==> src/source/rvcore_defines.svh <==
`ifndef RVCORE_DEFINES_SVH
`define RVCORE_DEFINES_SVH

// core-wide constants shared by the execute unit and the data memory

// pc loaded by reset, must stay word aligned
`define RVCORE_RESET_PC 32'h0000_0000

// depth of the data memory in 32-bit words
// the word index is taken from the address bits above bit 1
`define RVCORE_DMEM_WORDS 256

// halt code reported when the decoder sees an encoding it does not know
`define RVCORE_ILLEGAL_CODE 32'd9

// ebreak reports the value held in this register as its halt code
`define RVCORE_HALT_REG 5'd10

// encoding of ebreak, the only system instruction the core accepts
`define RVCORE_EBREAK_INST 32'h0010_0073

`endif

==> src/source/rvcore_pkg.sv <==
`default_nettype none

package rvcore_pkg;

    typedef logic [31:0] word_t;
    typedef logic [4:0]  reg_idx_t;
    typedef logic [3:0]  wmask_t;

    typedef enum logic [3:0] {
        alu_add,
        alu_sub,
        alu_sll,
        alu_slt,
        alu_sltu,
        alu_xor,
        alu_srl,
        alu_sra,
        alu_or,
        alu_and,
        alu_pass_b
    } alu_op_e;

    // operand pair fed to the ALU, first entry is the a side
    typedef enum logic [1:0] {
        src_zero_imm = 2'b00,
        src_pc_imm   = 2'b01,
        src_rs1_rs2  = 2'b10,
        src_rs1_imm  = 2'b11
    } src_sel_e;

    typedef enum logic [1:0] {
        pc_seq     = 2'b00,
        pc_pc_imm  = 2'b01,
        pc_rs1_imm = 2'b10,
        pc_branch  = 2'b11
    } pc_sel_e;

    // values follow funct3 of the branch instructions
    typedef enum logic [2:0] {
        br_eq  = 3'b000,
        br_ne  = 3'b001,
        br_lt  = 3'b100,
        br_ge  = 3'b101,
        br_ltu = 3'b110,
        br_geu = 3'b111
    } branch_op_e;

    // nine access kinds need a fourth bit
    typedef enum logic [3:0] {
        mem_none,
        mem_lb,
        mem_lh,
        mem_lw,
        mem_lbu,
        mem_lhu,
        mem_sb,
        mem_sh,
        mem_sw
    } mem_op_e;

endpackage

`default_nettype wire

==> src/source/rvcore_bus_if.sv <==
`default_nettype none

// decoded control and operands on their way into the execute unit
interface exu_bus_if;
    rvcore_pkg::alu_op_e    alu_op;
    rvcore_pkg::src_sel_e   src_sel;
    rvcore_pkg::pc_sel_e    pc_sel;
    rvcore_pkg::branch_op_e branch_op;
    rvcore_pkg::mem_op_e    mem_op;
    logic                   rd_we;
    logic                   halt_req;
    logic                   illegal;
    rvcore_pkg::word_t      imm;
    rvcore_pkg::word_t      rs1_d;
    rvcore_pkg::word_t      rs2_d;
    rvcore_pkg::word_t      pc;

    modport decoder (output alu_op, src_sel, pc_sel, branch_op, mem_op,
                     output rd_we, halt_req, illegal, imm);
    modport regfile (output rs1_d, rs2_d);
    modport execute (input alu_op, src_sel, pc_sel, branch_op, mem_op,
                     input rd_we, halt_req, illegal, imm, rs1_d, rs2_d,
                     output pc);
endinterface


`default_nettype wire

==> src/source/rvcore_regfile.sv <==
`default_nettype none

module rvcore_regfile (
    input  logic                 clk,
    input  logic                 rst_n,
    input  rvcore_pkg::reg_idx_t rs1_idx,
    input  rvcore_pkg::reg_idx_t rs2_idx,
    input  rvcore_pkg::reg_idx_t rd_idx,
    input  logic                 rd_we,
    input  rvcore_pkg::word_t    rd_d,
    exu_bus_if.regfile           bus
);

    // entry 0 is cleared by reset and never written, so x0 reads as zero
    rvcore_pkg::word_t regs [32];

    always_ff @(posedge clk or negedge rst_n) begin
        if (!rst_n) begin
            for (int i = 0; i < 32; i++) begin
                regs[i] <= '0;
            end
        end else if (rd_we && rd_idx != 5'd0) begin
            regs[rd_idx] <= rd_d;
        end
    end

    assign bus.rs1_d = regs[rs1_idx];
    assign bus.rs2_d = regs[rs2_idx];

    // x0 must read as zero even right after a write aimed at it
    a_x0_zero: assert property (@(posedge clk) disable iff (!rst_n)
        (rs1_idx == 5'd0) |-> (bus.rs1_d == '0))
        else $error("x0 read back nonzero");

endmodule

`default_nettype wire

==> src/flat_wrapper.sv <==
// flat-port wrapper written by rule: the top's interface ports become plain ports
module rvcore_regfile_flat 
  (clk, rst_n, rs1_idx, rs2_idx, rd_idx, rd_we, rd_d, bus_rs1_d, bus_rs2_d);
  exu_bus_if bus_i ();
  input  logic clk;
  input  logic rst_n;
  input  rvcore_pkg::reg_idx_t rs1_idx;
  input  rvcore_pkg::reg_idx_t rs2_idx;
  input  rvcore_pkg::reg_idx_t rd_idx;
  input  logic rd_we;
  input  rvcore_pkg::word_t rd_d;
  output wire logic [$bits(bus_i.rs1_d)-1:0] bus_rs1_d;
  output wire logic [$bits(bus_i.rs2_d)-1:0] bus_rs2_d;
  assign bus_rs1_d = bus_i.rs1_d;
  assign bus_rs2_d = bus_i.rs2_d;
  rvcore_regfile u_core (.clk(clk), .rst_n(rst_n), .rs1_idx(rs1_idx), .rs2_idx(rs2_idx), .rd_idx(rd_idx), .rd_we(rd_we), .rd_d(rd_d), .bus(bus_i));
endmodule
==> config.mk <==
export PLATFORM = sky130hd
export DESIGN_NAME = rvcore_regfile_flat
export DESIGN_NICKNAME = d
export VERILOG_FILES = /design/src/source/rvcore_defines.svh /design/src/source/rvcore_pkg.sv /design/src/source/rvcore_bus_if.sv /design/src/source/rvcore_regfile.sv /design/src/flat_wrapper.sv
export SDC_FILE = /design/constraint.sdc
export NUM_CORES = 2
export LEC_CHECK = 0
export BUFFER_PORTS_ARGS = -buffer_cell sky130_fd_sc_hd__buf_2
export CAP_MARGIN = 20
export CORE_UTILIZATION = 55
export DETAILED_ROUTE_END_ITERATION = 8
export GPL_TIMING_DRIVEN = 0
export PLACE_DENSITY = 0.68
export SETUP_SLACK_MARGIN = 0.3
export SYNTH_ARGS = -nofsm -noshare
export SYNTH_HDL_FRONTEND = slang
export SYNTH_SLANG_ARGS = --single-unit
==> constraint.sdc <==
create_clock -name clk -period 2.6 [get_ports clk]
set_input_delay 0.13 -clock clk [delete_from_list [all_inputs] [get_ports clk]]
set_output_delay 0.13 -clock clk [all_outputs]
set_load 0.005 [all_outputs]
==> reports/metrics.yaml <==
logic_synthesis:
  post-synth-top-area-cell: "dfrtp_1"
  synth_edf_count: 0
  synth_top_area_share_pct: 46.1
  synth-main-ff-cell: "dfrtp_1"
  ys_types: 26
  yosys_warnings: 0
  syn-num-nets: 4651
  netlist_top_cells_area: "dfrtp_1 46%, mux2_2 20%, mux2i_1 18%"
  netlist_area_um2: 55500
  synth_async_sr_flop_share_pct: 100
  post_synth.cell_area_avg_um2: 12.1
  ys_seq_area_share_pct: 46.1
  synth_cells: 4601
  synth-seq-cells: 1024
  synth_commonest_cells: "1024 x dfrtp_1, 1024 x mux2i_1, 974 x mux2_2"
timing:
  skew_ns: 0
  hold_viol: 0
  holdWs_ns: 0.0771
  slew_viol_final: 0
  fin_crit_sh_pct: 91.6
  fmax_ghz: 0.420
  fin_crit_ns: 2.38
  worstMarginPinSlew_ns: 1.17
  maxSlewHeadroom_pct: 21.5
  setup_viol: 0
  rsz0062_at_grt: "yes"
critical_path:
  cp_cell_sequence: "buf_2, nand2b_1, clkbuf_1, a21oi_1, a31oi_2, nand3_1, buf_2"
  cp-start-kind: "primary input"
  slowest_delay_ns: 0.64
  reg2regPathDepth: 1
  crit_slowest_cell: "clkbuf_1"
  crit_buf_inv: 3
  critPathTopFamily: "buffers and inverters"
  cp_num_cells: 7
  arrival_ns: 2.25
  cp.required_ns: 2.47
  endpoint_kind: "output port"
  critical_path_class: "primary input to output port"
  worst-path-max-fanout: 10
  crit_path_frequent_cell: "buf_2"
pwr:
  power_leakage_nw: 30.1
  max-vdd-ir-drop_mv: 0.675
  powerDensity_nw_per_um2: 758
floorplanning:
  die_x_um: 320
  initial_utilization_pct: 55.5
  pin_count: 114
  die_h_um: 320
  core.rowCount: 116
  core_area_um2: 100000
  die_area_um2: 102000
grt:
  grt_start_max_net_pins: 156
  grt.total_usage_pct: 39.5
  grt_pass1_vias: 42300
  grt_first_pass_wirelength_um: 292000
  grt_overflow: 0
  antenna_found_initial: 6
layout:
  drive_above_1_share_pct: 34.0
  top_regs: "u_core.regs (1024)"
  finish.utilization_pct: 63.0
  nets: 4921
  top_register: "u_core.regs"
  largest_reg_flops: 1024
  fillCellCount: 7918
  syn_to_final_growth_pct: 13.5
clock_network:
  postCtsSetupBuffers: 0
  root_buffer: "clkbuf_16"
  insertion_delay_ns: 0.69
  cts_buffer_depth: 3
  clk_pin_slew_ns: 0.06
  cts.sinks: 1024
  htreeDepth: 3
  numCtsBuffers: 112
  cts_tree: "built"
min_path:
  hp-class: "primary input to flip-flop"
  holdPathStages: 4
detailed_routing:
  totalWireLength_um: 204000
  first_iter_violations: 4361
  ant_nets: 0
  viasPerCell: 6.72
  drt-wirelength-per-cell_um: 32.5
  drtPass1Iterations: 5
  remaining_drc_errors: 0
  vias: 42100
placed_design:
  hpwl_um: 139000
  port_buffers: 111
  gp_congestion: 0.929
flow_run:
  max-cap-violations: 0
run_status:
  outcome: "finished clean"
## stage by stage
step / instances / setup TNS (ns) / worst slack, ns / total power [mW] / instance area (µm²)
3_5_place_dp: 6018 / -8.71 / -0.357 / 30.6 / 57900
2_1_floorplan: 4601 / 0 / 1.14 / 27.4 / 55500
4_1_cts: 6258 / 0 / 0.233 / 47.5 / 62700
5_1_grt: 6259 / 0 / 0.241 / 49.4 / 63000
3_3_place_gp: 6010 / - / -21.22 / 30.1 / 57700
6_report: 6261 / 0 / 0.219 / 47.8 / 63000
## worst paths after layout
| kind | startpoint | end | slack (ns) |
|---|---|---|---|
| worst max register to register | u_core.regs[617] | u_core.regs[617] | 1.78 |
| min in group asynchronous | rst_n | u_core.regs[133] | 0.23 |
| max in group asynchronous | rst_n | u_core.regs[694] | 0.58 |
| worst min register to register | u_core.regs[998] | u_core.regs[998] | 0.48 |
| worst min-delay path | rd_idx[0] | u_core.regs[127] | 0.08 |
| worst max-delay path | rs2_idx[3] | bus_rs2_d[3] | 0.22 |
## worst min-delay path, cell delays in order
cell and delay (ns):
buf_2 0.15, or3b_4 0.18, nor2_2 0.09, mux2_2 0.22
## layout by cell type (no fill, tap or decap), types with 11 or more instances in the layout
cell	count
a21oi_1	192
a22o_1	128
a22oi_1	192
a31oi_1	37
a31oi_2	27
buf_2	219
buf_4	96
buf_6	18
bufinv_16	11
clkbuf_1	166
clkbuf_16	116
clkbuf_2	72
clkbuf_4	27
clkbuf_8	32
clkinv_2	16
dfrtp_1	1024
dlygate4sd3_1	33
mux2_1	18
mux2_2	974
mux2i_1	1023
nand2_1	210
nand3_1	191
nor2_1	11
nor3_1	29
nor3_2	36
## area by class of cell
cell class	count	area, µm²	share of cell area, %
tap	1298	1620	2.58
buffer	473	2630	4.17
antenna	2	5.00	0.00794
sequential	1024	25600	40.6
multi-input combinational	3104	28100	44.5
clock inverter	36	493	0.782
clock buffer	168	3400	5.39
timing repair buffer	156	1210	1.92
## kinds of logic (layout without fill, tap and decap cells)
| family | after synthesis | count (layout) | synth area share (%) |
|---|---|---|---|
| compound gates | 576 | 576 | 7.07 |
| buf+inv | 473 | 833 | 4.01 |
| flops | 1024 | 1024 | 46.1 |
| mux | 2016 | 2016 | 38.6 |
| other cells | 0 | 2 | 0 |
| simple gates | 512 | 512 | 4.22 |
## timing repair
action	4_1_cts	5_1_grt
pin swaps	10	16
endpoints found under the setup margin	64	200
endpoints found under the hold margin	408	0
hold buffers	36	0
resized for setup	188	100
cloned	0	1
## power by group
| part | switching [mW] | leakage (nW) | internal, mW |
|---|---|---|---|
| sequential | 2.34 | 13.1 | 19.0 |
| clock | 6.90 | 1.91 | 10.1 |
| combinational | 4.76 | 15.0 | 4.78 |
## layer usage
| metal | wire (µm) | share of wire [%] | GRT usage (%) |
|---|---|---|---|
| met3 | 19900 | 9.8 | 10.7 |
| met5 | 191 | 0.094 | 0 |
| met4 | 12500 | 6.1 | 22.2 |
| met2 | 90600 | 44 | 60.0 |
| met1 | 80500 | 40 | 50.9 |
No activity file was read; power rests on OpenSTA's default activity.
