--- config.mk ---
export PLATFORM = sky130hd
export DESIGN_NAME = rvcore_idu_flat
export DESIGN_NICKNAME = d
export VERILOG_FILES = /design/src/source/rvcore_pkg.sv /design/src/source/rvcore_bus_if.sv /design/src/source/rvcore_idu.sv /design/src/flat_wrapper.sv
export VERILOG_INCLUDE_DIRS = /design/src /design/src/source
export SDC_FILE = /design/constraint.sdc
export NUM_CORES = 1
export LEC_CHECK = 0
export BUFFER_PORTS_ARGS = -buffer_cell sky130_fd_sc_hd__buf_2
export CORE_MARGIN = 2
export CORE_UTILIZATION = 42
export DETAILED_ROUTE_END_ITERATION = 8
export PLACE_DENSITY = 0.95
export SYNTH_ARGS = -nofsm -noshare
export SYNTH_HDL_FRONTEND = slang
export SYNTH_SLANG_ARGS = --single-unit
--- constraint.sdc ---
create_clock -name vclk -period 4.9
set_input_delay 0.49 -clock vclk [all_inputs]
set_output_delay 0.49 -clock vclk [all_outputs]
set_load 0.005 [all_outputs]
--- src/source/rvcore_defines.svh ---
`ifndef RVCORE_DEFINES_SVH
`define RVCORE_DEFINES_SVH

// core-wide constants shared by the execute unit and the data memory

// pc loaded by reset, must stay word aligned
`define RVCORE_RESET_PC 32'h0000_0000

// depth of the data memory in 32-bit words
// the word index is taken from the address bits above bit 1
`define RVCORE_DMEM_WORDS 256

// halt code reported when the decoder sees an encoding it does not know
`define RVCORE_ILLEGAL_CODE 32'd9

// ebreak reports the value held in this register as its halt code
`define RVCORE_HALT_REG 5'd10

// encoding of ebreak, the only system instruction the core accepts
`define RVCORE_EBREAK_INST 32'h0010_0073

`endif

--- src/source/rvcore_pkg.sv ---
`default_nettype none

package rvcore_pkg;

    typedef logic [31:0] word_t;
    typedef logic [4:0]  reg_idx_t;
    typedef logic [3:0]  wmask_t;

    typedef enum logic [3:0] {
        alu_add,
        alu_sub,
        alu_sll,
        alu_slt,
        alu_sltu,
        alu_xor,
        alu_srl,
        alu_sra,
        alu_or,
        alu_and,
        alu_pass_b
    } alu_op_e;

    // operand pair fed to the ALU, first entry is the a side
    typedef enum logic [1:0] {
        src_zero_imm = 2'b00,
        src_pc_imm   = 2'b01,
        src_rs1_rs2  = 2'b10,
        src_rs1_imm  = 2'b11
    } src_sel_e;

    typedef enum logic [1:0] {
        pc_seq     = 2'b00,
        pc_pc_imm  = 2'b01,
        pc_rs1_imm = 2'b10,
        pc_branch  = 2'b11
    } pc_sel_e;

    // values follow funct3 of the branch instructions
    typedef enum logic [2:0] {
        br_eq  = 3'b000,
        br_ne  = 3'b001,
        br_lt  = 3'b100,
        br_ge  = 3'b101,
        br_ltu = 3'b110,
        br_geu = 3'b111
    } branch_op_e;

    // nine access kinds need a fourth bit
    typedef enum logic [3:0] {
        mem_none,
        mem_lb,
        mem_lh,
        mem_lw,
        mem_lbu,
        mem_lhu,
        mem_sb,
        mem_sh,
        mem_sw
    } mem_op_e;

endpackage

`default_nettype wire

--- src/source/rvcore_bus_if.sv ---
`default_nettype none

// decoded control and operands on their way into the execute unit
interface exu_bus_if;
    rvcore_pkg::alu_op_e    alu_op;
    rvcore_pkg::src_sel_e   src_sel;
    rvcore_pkg::pc_sel_e    pc_sel;
    rvcore_pkg::branch_op_e branch_op;
    rvcore_pkg::mem_op_e    mem_op;
    logic                   rd_we;
    logic                   halt_req;
    logic                   illegal;
    rvcore_pkg::word_t      imm;
    rvcore_pkg::word_t      rs1_d;
    rvcore_pkg::word_t      rs2_d;
    rvcore_pkg::word_t      pc;

    modport decoder (output alu_op, src_sel, pc_sel, branch_op, mem_op,
                     output rd_we, halt_req, illegal, imm);
    modport regfile (output rs1_d, rs2_d);
    modport execute (input alu_op, src_sel, pc_sel, branch_op, mem_op,
                     input rd_we, halt_req, illegal, imm, rs1_d, rs2_d,
                     output pc);
endinterface


`default_nettype wire

--- src/source/rvcore_idu.sv ---
`default_nettype none

`include "rvcore_defines.svh"

module rvcore_idu (
    input  rvcore_pkg::word_t    inst,
    output rvcore_pkg::reg_idx_t rs1_idx,
    output rvcore_pkg::reg_idx_t rs2_idx,
    output rvcore_pkg::reg_idx_t rd_idx,
    exu_bus_if.decoder           bus
);

    logic [6:0] opcode;
    logic [2:0] funct3;
    logic [6:0] funct7;
    logic       is_reg;
    logic       alt;
    logic       alu_ok;

    rvcore_pkg::word_t imm_i, imm_s, imm_b, imm_u, imm_j;

    assign opcode = inst[6:0];
    assign funct3 = inst[14:12];
    assign funct7 = inst[31:25];
    assign rs2_idx = inst[24:20];
    assign rd_idx  = inst[11:7];

    assign imm_i = {{20{inst[31]}}, inst[31:20]};
    assign imm_s = {{20{inst[31]}}, inst[31:25], inst[11:7]};
    assign imm_b = {{19{inst[31]}}, inst[31], inst[7], inst[30:25], inst[11:8], 1'b0};
    assign imm_u = {inst[31:12], 12'b0};
    assign imm_j = {{11{inst[31]}}, inst[31], inst[19:12], inst[20], inst[30:21], 1'b0};

    // funct7 bit 5 picks sub and sra, for immediates only the shift uses it
    assign is_reg = (opcode == 7'b0110011);
    assign alt    = (funct7 == 7'b0100000);
    always_comb begin
        if (is_reg) begin
            alu_ok = (funct7 == 7'b0) || (alt && (funct3 == 3'b000 || funct3 == 3'b101));
        end else if (funct3 == 3'b001) begin
            alu_ok = (funct7 == 7'b0);
        end else if (funct3 == 3'b101) begin
            alu_ok = (funct7 == 7'b0) || alt;
        end else begin
            alu_ok = 1'b1;
        end
    end

    always_comb begin
        bus.alu_op    = rvcore_pkg::alu_add;
        bus.src_sel   = rvcore_pkg::src_rs1_imm;
        bus.pc_sel    = rvcore_pkg::pc_seq;
        bus.branch_op = rvcore_pkg::br_eq;
        bus.mem_op    = rvcore_pkg::mem_none;
        bus.imm       = imm_i;
        bus.rd_we     = 1'b0;
        bus.illegal   = 1'b0;
        rs1_idx       = inst[19:15];

        case (opcode)
            7'b0110111: begin
                bus.src_sel = rvcore_pkg::src_zero_imm;
                bus.alu_op  = rvcore_pkg::alu_pass_b;
                bus.imm     = imm_u;
                bus.rd_we   = 1'b1;
            end
            7'b0010111: begin
                bus.src_sel = rvcore_pkg::src_pc_imm;
                bus.imm     = imm_u;
                bus.rd_we   = 1'b1;
            end
            7'b1101111: begin
                bus.pc_sel = rvcore_pkg::pc_pc_imm;
                bus.imm    = imm_j;
                bus.rd_we  = 1'b1;
            end
            7'b1100111: begin
                bus.pc_sel  = rvcore_pkg::pc_rs1_imm;
                bus.rd_we   = 1'b1;
                bus.illegal = (funct3 != 3'b000);
            end
            7'b1100011: begin
                bus.pc_sel    = rvcore_pkg::pc_branch;
                bus.imm       = imm_b;
                bus.branch_op = rvcore_pkg::branch_op_e'(funct3);
                bus.illegal   = (funct3 == 3'b010) || (funct3 == 3'b011);
            end
            7'b0000011: begin
                bus.rd_we = 1'b1;
                case (funct3)
                    3'b000:  bus.mem_op = rvcore_pkg::mem_lb;
                    3'b001:  bus.mem_op = rvcore_pkg::mem_lh;
                    3'b010:  bus.mem_op = rvcore_pkg::mem_lw;
                    3'b100:  bus.mem_op = rvcore_pkg::mem_lbu;
                    3'b101:  bus.mem_op = rvcore_pkg::mem_lhu;
                    default: bus.illegal = 1'b1;
                endcase
            end
            7'b0100011: begin
                bus.imm = imm_s;
                case (funct3)
                    3'b000:  bus.mem_op = rvcore_pkg::mem_sb;
                    3'b001:  bus.mem_op = rvcore_pkg::mem_sh;
                    3'b010:  bus.mem_op = rvcore_pkg::mem_sw;
                    default: bus.illegal = 1'b1;
                endcase
            end
            7'b0010011, 7'b0110011: begin
                if (is_reg) begin
                    bus.src_sel = rvcore_pkg::src_rs1_rs2;
                end
                bus.rd_we   = 1'b1;
                bus.illegal = !alu_ok;
                case (funct3)
                    3'b000:  bus.alu_op = (is_reg && alt) ? rvcore_pkg::alu_sub
                                                          : rvcore_pkg::alu_add;
                    3'b001:  bus.alu_op = rvcore_pkg::alu_sll;
                    3'b010:  bus.alu_op = rvcore_pkg::alu_slt;
                    3'b011:  bus.alu_op = rvcore_pkg::alu_sltu;
                    3'b100:  bus.alu_op = rvcore_pkg::alu_xor;
                    3'b101:  bus.alu_op = alt ? rvcore_pkg::alu_sra : rvcore_pkg::alu_srl;
                    3'b110:  bus.alu_op = rvcore_pkg::alu_or;
                    default: bus.alu_op = rvcore_pkg::alu_and;
                endcase
            end
            7'b1110011: begin
                // ebreak reads x10 so the execute unit can latch it as the halt code
                rs1_idx     = `RVCORE_HALT_REG;
                bus.illegal = (inst != `RVCORE_EBREAK_INST);
            end
            default: bus.illegal = 1'b1;
        endcase

        bus.halt_req = bus.illegal || (opcode == 7'b1110011);
        if (bus.halt_req || rd_idx == 5'd0) begin
            bus.rd_we = 1'b0;
        end
    end

endmodule

`default_nettype wire

--- src/flat_wrapper.sv ---
// flat-port wrapper written by rule: the top's interface ports become plain ports
module rvcore_idu_flat 
  (inst, rs1_idx, rs2_idx, rd_idx, bus_alu_op, bus_src_sel, bus_pc_sel, bus_branch_op, bus_mem_op, bus_rd_we, bus_halt_req, bus_illegal, bus_imm);
  exu_bus_if bus_i ();
  input  rvcore_pkg::word_t inst;
  output rvcore_pkg::reg_idx_t rs1_idx;
  output rvcore_pkg::reg_idx_t rs2_idx;
  output rvcore_pkg::reg_idx_t rd_idx;
  output wire logic [$bits(bus_i.alu_op)-1:0] bus_alu_op;
  output wire logic [$bits(bus_i.src_sel)-1:0] bus_src_sel;
  output wire logic [$bits(bus_i.pc_sel)-1:0] bus_pc_sel;
  output wire logic [$bits(bus_i.branch_op)-1:0] bus_branch_op;
  output wire logic [$bits(bus_i.mem_op)-1:0] bus_mem_op;
  output wire logic [$bits(bus_i.rd_we)-1:0] bus_rd_we;
  output wire logic [$bits(bus_i.halt_req)-1:0] bus_halt_req;
  output wire logic [$bits(bus_i.illegal)-1:0] bus_illegal;
  output wire logic [$bits(bus_i.imm)-1:0] bus_imm;
  assign bus_alu_op = bus_i.alu_op;
  assign bus_src_sel = bus_i.src_sel;
  assign bus_pc_sel = bus_i.pc_sel;
  assign bus_branch_op = bus_i.branch_op;
  assign bus_mem_op = bus_i.mem_op;
  assign bus_rd_we = bus_i.rd_we;
  assign bus_halt_req = bus_i.halt_req;
  assign bus_illegal = bus_i.illegal;
  assign bus_imm = bus_i.imm;
  rvcore_idu u_core (.inst(inst), .rs1_idx(rs1_idx), .rs2_idx(rs2_idx), .rd_idx(rd_idx), .bus(bus_i));
endmodule
==> metrics <==
drc violations 0; kind of critical path in -> out; vertical die dimension about 53 µm; Netlist Area Pre-Place between 1000 and 1500 µm²; total of hold buffers inserted after clock tree synthesis 0; count of final max-slew check failures 0; net switching fraction of the power 0.544; final-report hold violation count 0; met3 Use GR 0.0141; most crowded layer after global routing met2; mean instance size in the synthesized netlist 6.16 µm²; Hold Crit Class in -> out; maximum single-stage delay on the critical path 0.53 ns; share of final-layout standard cells stronger than drive strength 1 0.454; number of failing setup endpoints in the final timing report 0; Sequential cell area 0 µm²; count of clock-net buffers in the final layout 0; part of the Yosys area used for sequential elements 0; most numerous cell on the critical path buf_2; M2 GR Usage 0.407; multi-input logic area about 850 µm²; nature of the critical path endpoint primary output; most common library cells after synthesis a21o_1, nand2_1, nor2_1, buf_4, and2_1; I/O Pins just under 100; share of the core filled with cells in the final layout 0.619; ANT cells 0; Starting Density 0.456; via/cell ratio ~5.6; critical path, cell by cell buf_2 > nor2_1 > and3_1 > inv_2 > nand2_2 > nor3b_1 > a31o_2 > buf_2; Iter 0 DRT Violations 39; portion of total power attributed to sequential cells 0; number of resized instances in the post-cts repair step 0; PnR Total Power 97.2 µW; routed wirelength normalized by instance count 13.7 µm; Switch Pwr ~53 µW; half-perimeter wire length of the detailed placement result roughly 3000 µm; Synth cell types 49; Yosys warnings 0; antenna violations before repair 0; largest fanout of any net on the critical path 14; largest net degree at the start of global routing 15; combinational fraction of design power 1.000; grt total ovfl 0; Detailed Routing Iterations Pass 1 4; Required @ worst endpoint ~4.4 ns; total number of nets in the final design 274; Post-CTS Repair Setup Buffers 0; GPL Wtd Cong 0.927; library cell with the highest instance count after synthesis a21o_1; Cell Pwr Density between 60 and 70 nW/µm²; total of buffers placed on input and output ports slightly below 100; unrepaired setup endpoints after global routing false; Antenna Nets Post-Route 0; core region area 2250 µm²; Max-Cap Viols 0; combined global-route utilization of all metal layers 0.245; category of the worst setup path launch point primary input; Highest Clock Rate 349 MHz; Leak between 0.0008 and 0.0009 µW; Peak VDD IR 42.8 µV; share of total power in the clock network 0; number of flip-flops and latches 0; cell count after synthesis about 170; final WL roughly 3700 µm; Site Rows 17; status completed; setup tns final 0 ns; routed vias about 1500; post-synthesis cell type with the largest combined area a21o_1; part of the cycle the worst path needs 0.584; worst max-slew margin expressed relative to the limit 0.541; number of global-route vias before repair ~1200; leading post-synthesis cells by cell area a21o_1, buf_4, nand2_1, nor2_1, and2_1; post-synthesis to final-layout area growth 35.8%; share of the synthesized area in the top cell type 0.146; slowest CP cell and3_1; minimum period implied by the final worst setup slack 2.86 ns; die width approximately 53 µm; filler cell count approximately 240; net count after synthesis 199; measured slew at the worst slew-check pin slightly below 0.7 ns; number of buffers and inverters on the critical path 3; met1 Resource Use GR 0.347; global-route wire length before repair between 5000 and 6000 µm; family with the most delay on the worst path simple AND/OR/NAND/NOR gates; smallest hold slack about 1.2 ns; die area 2860 µm²; design internal power 44.4 µW; critical path data arrival time 2.37 ns
==> cells by family (layout without fill, tap and decap cells) <==
kind of cell / after synthesis / in the layout / share of synthesized area
compound gates: 43 / 43 / 0.299
xor+xnor: 3 / 3 / 0.0256
buf+inv: 31 / 104 / 0.174
mux: 1 / 1 / 0.00973
simple gates: 89 / 89 / 0.492
==> metal layers <==
| layer | part of all wire | up-vias |
|---|---|---|
| met1 | 0.42 | 678 |
| met3 | 0.095 | 2 |
| li1 | - | 740 |
| met2 | 0.48 | 86 |
| met4 | 0.0025 | 0 |
| met5 | 0 | - |
==> cell usage in the layout, fill, tap and decap left out, drive strengths merged, types with 2 or more instances in the layout <==
cell type  count
buf           97
a21o          20
nand2         17
nor2          17
and2           9
nor4           9
o21ai          8
inv            7
nand3          6
nor3           6
nand4          5
and3           5
nand2b         3
a21oi          3
o21bai         2
xnor2          2
or3            2
and4           2
==> final cells by class <==
type	instances	share of cell area
Inverter	7	0.0188
Timing Repair Buffer	97	0.348
Tap cell	28	0.0251
Multi-Input combinational cell	136	0.608
==> worst paths after layout <==
check	startpoint	endpoint	slack, ns	cells after the start
setup / recovery	inst[6]	bus_imm[0]	2.04	8
hold / removal	inst[10]	rd_idx[3]	1.17	2
==> power by group through the flow <==
stage / logic (µW) / clock network, µW / registers, µW
floorplan: 57.1 / 0 / 0
global placement: 95.5 / 0 / 0
detailed placement: 96.6 / 0 / 0
CTS: 96.9 / 0 / 0
global route: 108 / 0 / 0
finish: 97.2 / 0 / 0
==> stage by stage <==
stage                     area (µm²)  setup slack (ns)  instances
after global routing            1400              1.80        268
after floorplan                 1030              2.64        167
after global placement          1400              2.13        268
final                           1400              2.04        268
after detailed placement        1400              2.06        268
after CTS                       1400              2.07        268
Note: power is estimated with default switching activity, not from simulation.
